--- src/common/ooo_pkg.sv ---
package ooo_pkg;

    localparam int XLEN = 32;

    // reorder buffer size, must match the width of rob_idx_t
    localparam int ROB_DEPTH = 32;

    // register stages in the multiplier
    localparam int MUL_STAGES = 3;

    typedef logic [XLEN-1:0] xlen_t;
    typedef logic [31:0] pc_t;
    typedef logic [4:0] reg_addr_t;
    typedef logic [$clog2(ROB_DEPTH)-1:0] rob_idx_t;

    // one extra bit so a full buffer can be counted
    typedef logic [$clog2(ROB_DEPTH):0] rob_cnt_t;

    typedef enum logic [2:0] {
        op_add,
        op_sub,
        op_xor,
        op_beq,
        op_bne,
        op_mul
    } op_t;

    typedef enum logic [1:0] {
        rob_empty,
        rob_wait,
        rob_done
    } rob_state_t;

    // payload of one reorder buffer slot
    typedef struct packed {
        op_t       op;
        pc_t       pc;
        reg_addr_t rd;
        logic      we;
        logic      pred_taken;
        xlen_t     result;
        logic      br_taken;
        pc_t       br_target;
    } rob_entry_t;

    function automatic logic is_branch(op_t op);
        return (op == op_beq) || (op == op_bne);
    endfunction

endpackage

--- src/common/cdb_if.sv ---
interface cdb_if;
    import ooo_pkg::*;

    logic     valid;
    rob_idx_t tag;
    xlen_t    data;
    // branch outcome, only meaningful on the alu bus
    logic     br_taken;
    pc_t      br_target;

    modport unit (
        output valid, tag, data, br_taken, br_target
    );

    modport buffer (
        input valid, tag, data, br_taken, br_target
    );

endinterface

--- src/mul_pipe.sv ---
module mul_pipe (
    input  logic              clk,
    input  logic              rst,
    input  logic              issue_i,
    input  ooo_pkg::xlen_t    a_i,
    input  ooo_pkg::xlen_t    b_i,
    input  ooo_pkg::rob_idx_t tag_i,
    input  logic              flush_i,
    cdb_if.unit               cdb
);
    import ooo_pkg::*;

    logic     valid_q [MUL_STAGES];
    rob_idx_t tag_q [MUL_STAGES];
    xlen_t    a_q;
    xlen_t    b_q;
    // product starts in stage 1, stage 0 only holds operands
    xlen_t    prod_q [1:MUL_STAGES-1];

    always_ff @(posedge clk) begin
        if (rst || flush_i) begin
            for (int i = 0; i < MUL_STAGES; i++) begin
                valid_q[i] <= 1'b0;
            end
        end else begin
            valid_q[0] <= issue_i;
            for (int i = 1; i < MUL_STAGES; i++) begin
                valid_q[i] <= valid_q[i-1];
            end
        end
    end

    always_ff @(posedge clk) begin
        tag_q[0] <= tag_i;
        a_q <= a_i;
        b_q <= b_i;
        prod_q[1] <= a_q * b_q;
        for (int i = 1; i < MUL_STAGES; i++) begin
            tag_q[i] <= tag_q[i-1];
        end
        for (int i = 2; i < MUL_STAGES; i++) begin
            prod_q[i] <= prod_q[i-1];
        end
    end

    assign cdb.valid = valid_q[MUL_STAGES-1];
    assign cdb.tag = tag_q[MUL_STAGES-1];
    assign cdb.data = prod_q[MUL_STAGES-1];
    assign cdb.br_taken = 1'b0;
    assign cdb.br_target = '0;

    // a tag is reissued only after the rob frees it, far later than the pipe depth
    a_tag_unique: assert property (@(posedge clk) disable iff (rst)
        !(valid_q[0] && valid_q[1] && tag_q[0] == tag_q[1])
        && !(valid_q[0] && valid_q[2] && tag_q[0] == tag_q[2])
        && !(valid_q[1] && valid_q[2] && tag_q[1] == tag_q[2]));

endmodule

--- src/flat_wrapper.sv ---
// flat-port wrapper written by rule: the top's interface ports become plain ports
module mul_pipe_flat import ooo_pkg::*;
  (clk, rst, issue_i, a_i, b_i, tag_i, flush_i, cdb_valid, cdb_tag, cdb_data, cdb_br_taken, cdb_br_target);
  cdb_if cdb_i ();
  input  logic clk;
  input  logic rst;
  input  logic issue_i;
  input  ooo_pkg::xlen_t a_i;
  input  ooo_pkg::xlen_t b_i;
  input  ooo_pkg::rob_idx_t tag_i;
  input  logic flush_i;
  output wire logic [$bits(cdb_i.valid)-1:0] cdb_valid;
  output wire logic [$bits(cdb_i.tag)-1:0] cdb_tag;
  output wire logic [$bits(cdb_i.data)-1:0] cdb_data;
  output wire logic [$bits(cdb_i.br_taken)-1:0] cdb_br_taken;
  output wire logic [$bits(cdb_i.br_target)-1:0] cdb_br_target;
  assign cdb_valid = cdb_i.valid;
  assign cdb_tag = cdb_i.tag;
  assign cdb_data = cdb_i.data;
  assign cdb_br_taken = cdb_i.br_taken;
  assign cdb_br_target = cdb_i.br_target;
  mul_pipe u_core (.clk(clk), .rst(rst), .issue_i(issue_i), .a_i(a_i), .b_i(b_i), .tag_i(tag_i), .flush_i(flush_i), .cdb(cdb_i));
endmodule
--- config.mk ---
export PLATFORM = sky130hd
export DESIGN_NAME = mul_pipe_flat
export DESIGN_NICKNAME = d
export VERILOG_FILES = /design/src/common/ooo_pkg.sv /design/src/common/cdb_if.sv /design/src/mul_pipe.sv /design/src/flat_wrapper.sv
export SDC_FILE = /design/constraint.sdc
export NUM_CORES = 1
export LEC_CHECK = 0
export BUFFER_PORTS_ARGS = -buffer_cell sky130_fd_sc_hd__clkbuf_2
export CAP_MARGIN = 20
export CORE_MARGIN = 2
export CORE_UTILIZATION = 44
export CTS_CLUSTER_SIZE = 16
export DETAILED_ROUTE_END_ITERATION = 16
export PLACE_DENSITY = 0.59
export REMOVE_ABC_BUFFERS = 1
export SETUP_SLACK_MARGIN = 0.2
export SYNTH_ARGS = -nofsm -noshare
export SYNTH_HDL_FRONTEND = slang
export SYNTH_SLANG_ARGS = --single-unit
--- constraint.sdc ---
create_clock -name clk -period 19.59 [get_ports clk]
set_input_delay 4.8975 -clock clk [delete_from_list [all_inputs] [get_ports clk]]
set_output_delay 4.8975 -clock clk [all_outputs]
set_load 0.02 [all_outputs]
Word level (Yosys, flattened, before mapping)
Memory sizes are Yosys's and may differ from the RTL's.
Index checks and enable logic that the tools add are counted.
{"block": "word_totals", "ff_bits": 64, "mem_bits_rw": 82, "input_bits": 73, "out_inout_bits": 71, "word_cells": 16, "memories": 3}
{"block": "classes", "mul": 1, "mux": 6, "bitwise_logic": 3, "reduce_logical": 1}
{"name": "u_core.prod_q", "words": 2, "width": 32, "rd": 2, "rd_clocked_by_memory_dff": 0, "wr": 2, "line_no": "mul_pipe.sv:18", "text": "xlen_t prod_q [1:MUL_STAGES-1];"}
{"name": "u_core.tag_q", "words": 3, "width": 5, "rd": 3, "rd_clocked_by_memory_dff": 0, "wr": 3, "line_no": "mul_pipe.sv:14", "text": "rob_idx_t tag_q [MUL_STAGES];"}
{"name": "u_core.valid_q", "words": 3, "width": 1, "rd": 3, "rd_clocked_by_memory_dff": 0, "wr": 3, "line_no": "mul_pipe.sv:13", "text": "logic valid_q [MUL_STAGES];"}
{"op": "32-bit by 32-bit multiplier with 32-bit output", "count": 1}
{"op": "1-bit two-way mux", "count": 6}
{"op": "1-bit OR", "count": 3}
{"op": "1-bit logical OR", "count": 1}

Logic depth before layout (Yosys ltp)
Gate-level depths: netlist of the first run.
{"block": "logic_depth", "word_depth": 4, "mapped_depth": 28, "mapped_depth_nobuf": 26}

Worst setup path after synthesis of the first run
OpenSTA, ideal clock, no wires.
{"block": "synth_timing", "kind": "register to register", "startpoint": "reg u_core.b_q[3]", "endpoint": "mem u_core.prod_q[1][27] in the netlist's numbering", "setup_ps": 123, "arrival_time_ps": 6633, "required_time_ps": 19467, "setup_slack_ps": 12834, "path_stages_with_launch": 25, "path_buffers": 2, "path_cell_list": "dfxtp_1 > clkbuf_1 > clkbuf_1 > and2_1 > fa_1 > inv_1 > fa_1 > fa_1 > fa_1 > inv_1 > fa_1 > inv_1 > fa_1 > inv_1 > fa_1 > fa_1 > ha_1 > and2_1 > a221oi_1 > o31ai_1 > o31a_1 > a41oi_1 > a211o_1 > o21bai_1 > xor2_1"}
{"item": "start: declaration", "line_no": "mul_pipe.sv:16", "text": "xlen_t b_q;"}
{"item": "start signal: assignment", "line_no": "mul_pipe.sv:36", "text": "b_q <= b_i;"}
{"item": "end: declaration", "line_no": "mul_pipe.sv:18"}

==> results of run 1 <==
[placed cells by master (no fill, tap or decap), types with 2 or more instances in the layout]
cell and count:
clkbuf_16 17, o21ai_1 3, inv_1 359, a21oi_1 21
a21o_1 8, o21a_1 3, nand3_1 5, ha_1 123
o21ai_0 7, xor2_1 19, nor2_1 9, buf_4 10
inv_6 5, nor3_1 3, xnor2_1 67, o211ai_1 2
nand4_1 2, nand2_1 170, fa_1 408, o21bai_1 5
inv_8 3, a211o_2 2, clkbuf_2 110, dfxtp_1 146
nand2b_1 3, conb_1 33, a211oi_1 2, bufinv_16 3
and2_1 371
[through the flow]
stage | hold slack, ns | instances | util
2_1_floorplan | 0.310 | 1794 | -
3_3_place_gp | 0.310 | 2453 | 0.468
3_5_place_dp | 0.312 | 2454 | 0.469
4_1_cts | 0.321 | 2486 | 0.483
5_1_grt | 0.326 | 2486 | 0.483
6_report | 0.324 | 2486 | 0.483
[final cells by class]
class | instances | share of cell area
Timing Repair Buffer | 121 | 0.0320
Clock buffer | 18 | 0.0210
Clock inverter | 14 | 0.00926
Sequential cell | 146 | 0.143
Multi-Input combinational cell | 1289 | 0.695
Tap cell | 539 | 0.0331
Inverter | 359 | 0.0660
[per-layer routing]
layer,GRT usage,wire length [µm],up-vias
met1,0.305,21000,6256
met4,0.0551,628,0
met3,0.0320,1830,24
met5,0,0,-
met2,0.359,21600,269
li1,-,-,5508
[Yosys cell counts, types with 3 or more instances]
| cell type | n |
|---|---|
| dfxtp_1 | 146 |
| o21a_1 | 3 |
| fa_1 | 408 |
| nor2_1 | 9 |
| and2_1 | 371 |
| inv_1 | 359 |
| xnor2_1 | 67 |
| nand2_1 | 170 |
| nor3_1 | 3 |
| o21bai_1 | 5 |
| a21oi_1 | 21 |
| buf_4 | 38 |
| o21ai_0 | 7 |
| xor2_1 | 19 |
| nand2b_1 | 3 |
| ha_1 | 123 |
| a21o_1 | 8 |
| clkbuf_1 | 80 |
| nand3_1 | 5 |
| o21ai_1 | 3 |
[kinds of logic (layout without fill, tap and decap cells)]
logic type	Yosys count	in the layout
other	1	33
AO/OA/AOI/OAI	70	70
AND/OR/NAND/NOR	569	569
XOR/XNOR	86	86
buffers and inverters	477	512
adder cells (fa/ha/maj)	531	531
flip-flops	146	146
[worst max-delay path: cells and delay by family (launching register included)]
| kind | cells | cell delay (ns) |
|---|---|---|
| adders and majority gates | 9 | 4.15 |
| AOI/OAI and AO/OA | 5 | 1.59 |
| DFF | 1 | 1.07 |
| and+or+nand+nor | 3 | 0.46 |
| buffers and inverters | 5 | 0.28 |
| xor gates and xnor gates | 1 | 0.08 |
[worst paths after layout]
| kind | to | slack [ns] | depth (start not counted) |
|---|---|---|---|
| worst max-delay path | u_core.prod_q[1][31] | 11.78 | 23 |
| worst min-delay path | u_core.prod_q[2][22] | 0.32 | 0 |
| worst min register to register | u_core.prod_q[2][22] | 0.32 | 0 |
| worst max register to register | u_core.prod_q[1][31] | 11.78 | 23 |
[registers in the layout, indices dropped and copies added, names as in the netlist]
| name | count |
|---|---|
| u_core.prod_q | 64 |
| u_core.a_q | 32 |
| u_core.b_q | 32 |
| u_core.tag_q | 15 |
| u_core.valid_q | 3 |
==> flow_summary_export.csv, run 1 <==
group,metric,value,unit
die,std_cell_rows,75,
synthesis,synth_xor_area_frac,0.0398,
setup_path,cp_cell_sequence,"nand2_1 > fa_1 > inv_1 > fa_1 > fa_1 > inv_1 > fa_1 > inv_1 > fa_1 > inv_1 > fa_1 > inv_1 > fa_1 > fa_1 > ha_1 > and2_1 > nand3_1 > o31ai_1 > o31a_1 > a41oi_1 > a211o_1 > o21ai_1 > xnor2_1",
synthesis,syn_area_per_cell,10.1,µm²
timing,fin_crit,7.81,ns
finish,drive_above_1_share,0.0837,
synthesis,synth_top_cell_area_share,0.432,
setup_path,cp.required,19.91,ns
die,die_x,211,µm
setup_path,critPathMaxFanout,25,
cts,cts.sinks,146,
setup_path,worstSetupEndpointType,"flop",
place,dpl-instance-area,19800,µm²
place,port_buffers,110,
finish,final_nets,2538,
finish,final_area,20400,µm²
synthesis,synthCells,1880,
synthesis,synth_area,18900,µm²
global_routing,grt_pass1_vias,13400,
global_routing,grtUsageTotal,0.218,
hold_path,hold_class,"flop to flop",
timing,slew_violations,0,
setup_path,crit_arrival,8.13,ns
die,die_h,211,µm
detailed_routing,first_pass_iters,5,
detailed_routing,drt_iter0_markers,574,
global_routing,grt_remaining_overflow,0,
detailed_routing,vias,12100,
die,fp.dieArea,44700,µm²
cts,cts_tree,"yes",
synthesis,yosysUniqueCellTypes,48,
detailed_routing,avgViaCountPerCell,4.85,
cts,path_clk_slew,0.06,ns
synthesis,synth_edf_count,0,
setup_path,cp_slowest_cell,"dfxtp_1",
synthesis,synth.area.mux_share,0,
global_routing,antenna_found_initial,0,
timing,fin_skew,0.0285,ns
timing,relSlewSlack,0.238,
synthesis,async_flop_share,0,
hold_path,hp-start,"u_core.prod_q[1][22]",
synthesis,yosysTopAreaCell,"fa_1",
cts,cts_hold_buf,0,
cts,root_buffer,"clkbuf_16",
setup_path,start_kind,"flop",
timing,fin_ws,11.78,ns
detailed_routing,wl_per_cell,18.1,µm
cts,clock_latency,0.48,ns
setup_path,worst_path_most_repeated_cell,"fa_1",
timing,tightest_slew,1.14,ns
setup_path,max_stage_delay,1.07,ns
status,status,"finished, final reports clean",
die,start_util,0.448,
cts,cts_setup_buffers,0,
job,drv_cap,0,
synthesis,ys_seq_elements,146,
place,place_congestion,0.840,
detailed_routing,drc,0,
cts,cts_made_buffers,17,
finish,syn2layout_area_growth,7.82,%
cts,cts_max_path_buffers,2,
setup_path,r2r-start,"u_core.a_q[7]",
timing,fin_crit_sh,0.399,
detailed_routing,routed_wl,45000,µm
place,preCtsSetupSlack,11.75,ns
global_routing,grt_max_degree,32,
synthesis,yosys.area_share.simple,0.164,
cts,cts_resized,0,
synthesis,ys_warn_count,0,
setup_path,crit_start,"u_core.a_q[7]",
synthesis,synth-adder-area-share,0.513,
synthesis,dominantRegCellSynth,"dfxtp_1",
timing,setup_viol,0,
cts,h-tree-depth,4,
timing,fin_setup_tns,0,ns
timing,rsz0062_at_grt,"no",
detailed_routing,ant_nets,0,
timing,fmax,128,MHz
finish,fillCellCount,4022,
synthesis,synth_compound_area_frac,0.0263,
finish,multi_input_area,14200,µm²
place,hpwl,35500,µm
global_routing,grt_pass1_wl,73400,µm
die,ioPinCount,144,
die,core-area,42200,µm²
synthesis,synth_top_family_by_area,"adder cells",
finish,diodes,0,
synthesis,yosysSeqAreaShare,0.154,
setup_path,worstSetupPathType,"flop to flop",
finish,seq_area,2920,µm²
timing,hold_viol,0,
synthesis,synthTopCellsByArea,"fa_1, dfxtp_1, and2_1",
Power of run 1 is left out: the tool's default activity adds up to more than one toggle a clock period on the data nets, which glitch-free logic cannot reach.
==> inputs of run 2 (changes only) <==
--- a/config.mk
+++ b/config.mk
@@ -11,7 +11,7 @@
 export CORE_UTILIZATION = 44
 export CTS_CLUSTER_SIZE = 16
 export DETAILED_ROUTE_END_ITERATION = 16
-export PLACE_DENSITY = 0.59
+export PLACE_DENSITY = 0.62
 export REMOVE_ABC_BUFFERS = 1
 export SETUP_SLACK_MARGIN = 0.2
 export SYNTH_ARGS = -nofsm -noshare
==> constraint.sdc (replaced) <==
create_clock -name clk -period 7.1 [get_ports clk]
set_input_delay 1.775 -clock clk [delete_from_list [all_inputs] [get_ports clk]]
set_output_delay 1.775 -clock clk [all_outputs]
set_load 0.02 [all_outputs]
==> run 2 against run 1 <==
Against the previous run:
- routed wire length grew 4.9%
- count of clock-buffer cells in the layout unchanged
- via count rose by 3.4%
==> flow_summary_export.csv, run 2 (synthesis results as in run 1) <==
group,metric,value,unit
status,status,"finished, final reports clean",
detailed_routing,first_pass_iters,5,
die,die_h,211,µm
hold_path,hold_class,"flop to flop",
cts,root_buffer,"clkbuf_16",
cts,h-tree-depth,4,
finish,syn2layout_area_growth,11.6,%
global_routing,grtUsageMet1,0.318,
setup_path,critPathMaxFanout,14,
finish,top_register,"u_core.prod_q",
cts,cts_made_buffers,17,
cts,cts.sinks,146,
setup_path,worst_path_most_repeated_cell,"fa_1",
place,place_congestion,0.904,
finish,multi_input_area,14300,µm²
die,fp.dieArea,44700,µm²
detailed_routing,drt_iter0_markers,675,
timing,relSlewSlack,0.435,
detailed_routing,ant_nets,0,
setup_path,r2r-start,"u_core.b_q[6]",
setup_path,cp_slowest_cell,"fa_1",
finish,drive_above_1_share,0.138,
global_routing,top_usage_layer,"met2",
cts,clock_latency,0.48,ns
die,std_cell_rows,75,
place,port_buffers,110,
detailed_routing,avgViaCountPerCell,4.87,
setup_path,crit_arrival,7.15,ns
setup_path,crit_start,"u_core.b_q[6]",
timing,rsz0062_at_grt,"yes",
cts,cts_tree,"yes",
finish,largest_registers,"u_core.prod_q: 64 flops, u_core.a_q: 32 flops, u_core.b_q: 32 flops",
timing,fin_crit,6.80,ns
timing,fin_skew,0.0161,ns
global_routing,grt_remaining_overflow,0,
global_routing,grt_pass1_wl,75800,µm
timing,setup_viol,0,
finish,largest_register_ffs,64,
global_routing,grt_max_degree,20,
setup_path,cp.required,7.45,ns
global_routing,antenna_found_initial,1,
timing,fin_setup_tns,0,ns
finish,diodes,0,
global_routing,grtUsageTotal,0.227,
die,ioPinCount,144,
timing,hold_viol,0,
job,drv_cap,0,
cts,path_clk_slew,0.07,ns
timing,fmax,147,MHz
hold_path,hp-start,"u_core.prod_q[1][23]",
finish,final_common_cell,"fa_1",
timing,tightest_slew,0.847,ns
global_routing,met3_usage,0.0444,
die,start_util,0.448,
cts,cts_max_path_buffers,2,
detailed_routing,drc,0,
die,die_x,211,µm
setup_path,worstSetupEndpointType,"flop",
timing,fin_crit_sh,0.958,
setup_path,worstSetupPathType,"flop to flop",
global_routing,grt_pass1_vias,13800,
finish,layout_common_cells,"fa_1, and2_1, inv_1",
setup_path,max_stage_delay,0.60,ns
detailed_routing,routed_wl,47200,µm
timing,slew_violations,0,
die,core-area,42200,µm²
detailed_routing,vias,12500,
global_routing,grt_use_met2,0.362,
setup_path,cp_cell_sequence,"buf_6 > and2_1 > fa_2 > fa_2 > fa_1 > inv_2 > fa_1 > inv_2 > fa_1 > inv_2 > fa_1 > inv_1 > fa_1 > fa_1 > ha_4 > and2_4 > a221oi_4 > o31ai_4 > o31a_1 > a41oi_2 > a211o_1 > o21bai_1 > xor2_1",
detailed_routing,wl_per_cell,18.5,µm
cts,cts_hold_buf,0,
finish,seq_area,2960,µm²
place,hpwl,39400,µm
finish,final_nets,2609,
finish,fillCellCount,3949,
setup_path,start_kind,"flop",
## run 2: cell count changes in the layout (fill, tap and decap cells not counted), moves of 5 or more
cell     delta
fa_2        +6
buf_4      +64
fa_1        -6
dfxtp_4     +5
buf_6       +8
dfxtp_1    -17
ha_1        -5
dfxtp_2    +12
## run 2: area by class of cell
class / instances / share of cell area
Clock buffer: 18 / 0.0208
Multi-Input combinational cell: 1289 / 0.679
Sequential cell: 146 / 0.140
Tap cell: 539 / 0.0319
Inverter: 359 / 0.0638
Timing Repair Buffer: 192 / 0.0566
Clock inverter: 14 / 0.00747
## run 2: worst paths after layout
kind | to | depth (start not counted) | slack [ns]
worst max-delay path | u_core.prod_q[1][27] | 23 | 0.30
worst min-delay path | u_core.prod_q[2][23] | 0 | 0.33
worst max register to register | u_core.prod_q[1][27] | 23 | 0.30
worst min register to register | u_core.prod_q[2][23] | 0 | 0.33
## run 2: layer usage
metal | part of all wire | wire, µm
met4 | 0.018 | 858
met5 | 0 | 0
met1 | 0.45 | 21100
met2 | 0.47 | 22100
met3 | 0.066 | 3120
## run 2: metrics by stage
stage               area (µm²)  hold WS (ns)  setup slack (ns)   util  cells
floorplan                18500         0.310             0.450      -   1794
finish                   21100         0.327             0.297  0.500   2557
detailed placement       20200         0.312            0.0312  0.479   2517
global route             21100         0.333            0.0272  0.500   2557
CTS                      20900         0.327             0.210  0.494   2549
global placement         20200         0.310             0.203  0.479   2517
## run 2: what timing repair did
item | in CTS | in global routing
pin swaps | 0 | 23
resized for setup | 8 | 54
endpoints found under the setup margin | 6 | 8
buffers inserted | 0 | 8
## run 2: worst max-delay path, delay by kind of cell, from the launching register on
| kind | cells | cell delay [ns] |
|---|---|---|
| xor gates and xnor gates | 1 | 0.14 |
| and+or+nand+nor | 2 | 0.31 |
| buffers and inverters | 5 | 0.34 |
| DFF | 1 | 0.35 |
| adders and majority gates | 9 | 4.22 |
| AOI/OAI and AO/OA | 6 | 1.30 |
Power of run 2 is left out for the same reason.
==> inputs of run 3 (changes only) <==
--- a/config.mk
+++ b/config.mk
@@ -7,11 +7,12 @@
 export LEC_CHECK = 0
 export BUFFER_PORTS_ARGS = -buffer_cell sky130_fd_sc_hd__clkbuf_2
 export CAP_MARGIN = 20
-export CORE_MARGIN = 2
+export CORE_MARGIN = 4
 export CORE_UTILIZATION = 44
 export CTS_CLUSTER_SIZE = 16
 export DETAILED_ROUTE_END_ITERATION = 16
 export PLACE_DENSITY = 0.62
+export RECOVER_POWER = 50
 export REMOVE_ABC_BUFFERS = 1
 export SETUP_SLACK_MARGIN = 0.2
 export SYNTH_ARGS = -nofsm -noshare
==> run 3 against run 2 <==
Against the previous run:
- global-route usage is 1.9 points lower
- clock skew is 0.0015 ns lower
- via count down 0.75%
- sequential cell count unchanged
- utilization up 0.34 points
- routed wire length fell by 1.8%
- die area is 3.8% higher
- non-clock buffer count increased by 7
==> flow_summary_export.csv, run 3 (synthesis results as in run 1) <==
group,metric,value,unit
die,core-area,42200,µm²
place,preCtsSetupSlack,-0.155,ns
cts,path_clk_slew,0.08,ns
finish,final_area,21300,µm²
timing,tightest_slew,0.930,ns
global_routing,grt_pass1_wl,74700,µm
finish,largest_register_ffs,64,
detailed_routing,drc,0,
detailed_routing,drt_iter0_markers,669,
timing,fin_skew,0.0146,ns
timing,fmax,145,MHz
setup_path,start_kind,"flop",
cts,cts.sinks,146,
timing,fin_crit,6.87,ns
die,fp.dieArea,46400,µm²
detailed_routing,avgViaCountPerCell,4.82,
setup_path,cp.required,7.45,ns
place,dp.cells,2509,
setup_path,max_stage_delay,0.58,ns
place,hpwl,38800,µm
setup_path,crit_arrival,7.22,ns
die,start_util,0.448,
place,dpl-instance-area,20200,µm²
place,port_buffers,110,
finish,fillCellCount,3896,
cts,cts_tree,"yes",
finish,final_common_cell,"fa_1",
setup_path,reg2reg_slack,0.23,ns
cts,cts_made_buffers,17,
place,place_congestion,0.880,
finish,final_nets,2616,
finish,syn2layout_area_growth,12.3,%
detailed_routing,ant_nets,0,
die,die_h,215,µm
hold_path,hold_class,"flop to flop",
die,ioPinCount,144,
timing,fin_crit_sh,0.968,
cts,clock_latency,0.47,ns
setup_path,worstSetupPathType,"flop to flop",
global_routing,grt_max_degree,21,
detailed_routing,vias,12400,
timing,slew_violations,0,
finish,diodes,0,
setup_path,worst_path_most_repeated_cell,"fa_1",
finish,post-route-util,0.503,
detailed_routing,routed_wl,46400,µm
global_routing,antenna_found_initial,0,
job,drv_cap,0,
cts,cts_hold_buf,0,
global_routing,grtUsageTotal,0.208,
detailed_routing,first_pass_iters,5,
timing,setup_viol,0,
setup_path,critPathMaxFanout,5,
timing,fin_ws,0.226,ns
timing,relSlewSlack,0.380,
status,status,"finished, final reports clean",
finish,drive_above_1_share,0.149,
cts,root_buffer,"clkbuf_16",
detailed_routing,wl_per_cell,18.1,µm
global_routing,grt_remaining_overflow,0,
die,std_cell_rows,75,
cts,cts_max_path_buffers,2,
timing,rsz0062_at_grt,"yes",
finish,layout_common_cells,"fa_1, and2_1, inv_1",
cts,h-tree-depth,4,
finish,top_register,"u_core.prod_q",
die,die_x,215,µm
timing,hold_viol,0,
setup_path,cp_cell_sequence,"and2_4 > fa_1 > inv_2 > fa_1 > fa_1 > fa_1 > inv_2 > fa_1 > inv_2 > fa_1 > inv_2 > fa_1 > fa_1 > ha_4 > and2_4 > a221oi_4 > o31ai_4 > o31a_1 > a41oi_2 > a211o_1 > o21bai_1 > xor2_1",
finish,largest_registers,"u_core.prod_q: 64 flops, u_core.a_q: 32 flops, u_core.b_q: 32 flops",
finish,fin_cells,2564,
setup_path,worstSetupEndpointType,"flop",
setup_path,cp_slowest_cell,"fa_1",
global_routing,grt_pass1_vias,13700,
-- run 3: area by class of cell --
class,count,area (µm²),area share
Multi-Input combinational cell,1289,14400,0.676
Inverter,359,1350,0.0634
Timing Repair Buffer,199,1280,0.0601
Sequential cell,146,2980,0.140
Clock buffer,18,439,0.0207
Clock inverter,14,158,0.00742
Tap cell,539,674,0.0317
-- run 3: per-layer routing --
metal | global-route usage | vias up | wire length, µm
li1 | - | 5660 | -
met1 | 0.294 | 6333 | 21300
met2 | 0.329 | 325 | 21400
met4 | 0.0578 | 0 | 1020
met5 | 0 | - | 0
met3 | 0.0411 | 53 | 2630
-- run 3: timing repair --
item / 4_1_cts / 5_1_grt
cloned: 0 / 1
gates resized for setup: 19 / 75
setup endpoints to repair: 7 / 8
buffers inserted: 0 / 22
pin swaps: 5 / 39
-- run 3: worst max-delay path, delay by kind of cell, from the launching register on --
kind / cells / cell delay (ns)
fa+ha+maj: 9 / 4.38
simple gates: 2 / 0.31
compound gates: 6 / 1.38
flops: 1 / 0.37
buf+inv: 4 / 0.17
xor+xnor: 1 / 0.14
-- run 3: metrics by stage --
step | hold WS [ns] | TNS, ns
floorplan | 0.310 | 0
detailed placement | 0.312 | -0.452
global route | 0.330 | 0
CTS | 0.325 | 0
global placement | 0.310 | 0
finish | 0.323 | 0
-- run 3: final timing paths --
check                       startpoint                    to  depth (start not counted)
hold reg to reg   u_core.prod_q[1][17]  u_core.prod_q[2][17]                          0
setup / recovery         u_core.b_q[2]  u_core.prod_q[1][27]                         22
hold / removal    u_core.prod_q[1][17]  u_core.prod_q[2][17]                          0
setup reg to reg         u_core.b_q[2]  u_core.prod_q[1][27]                         22
Power of run 3 is left out for the same reason.
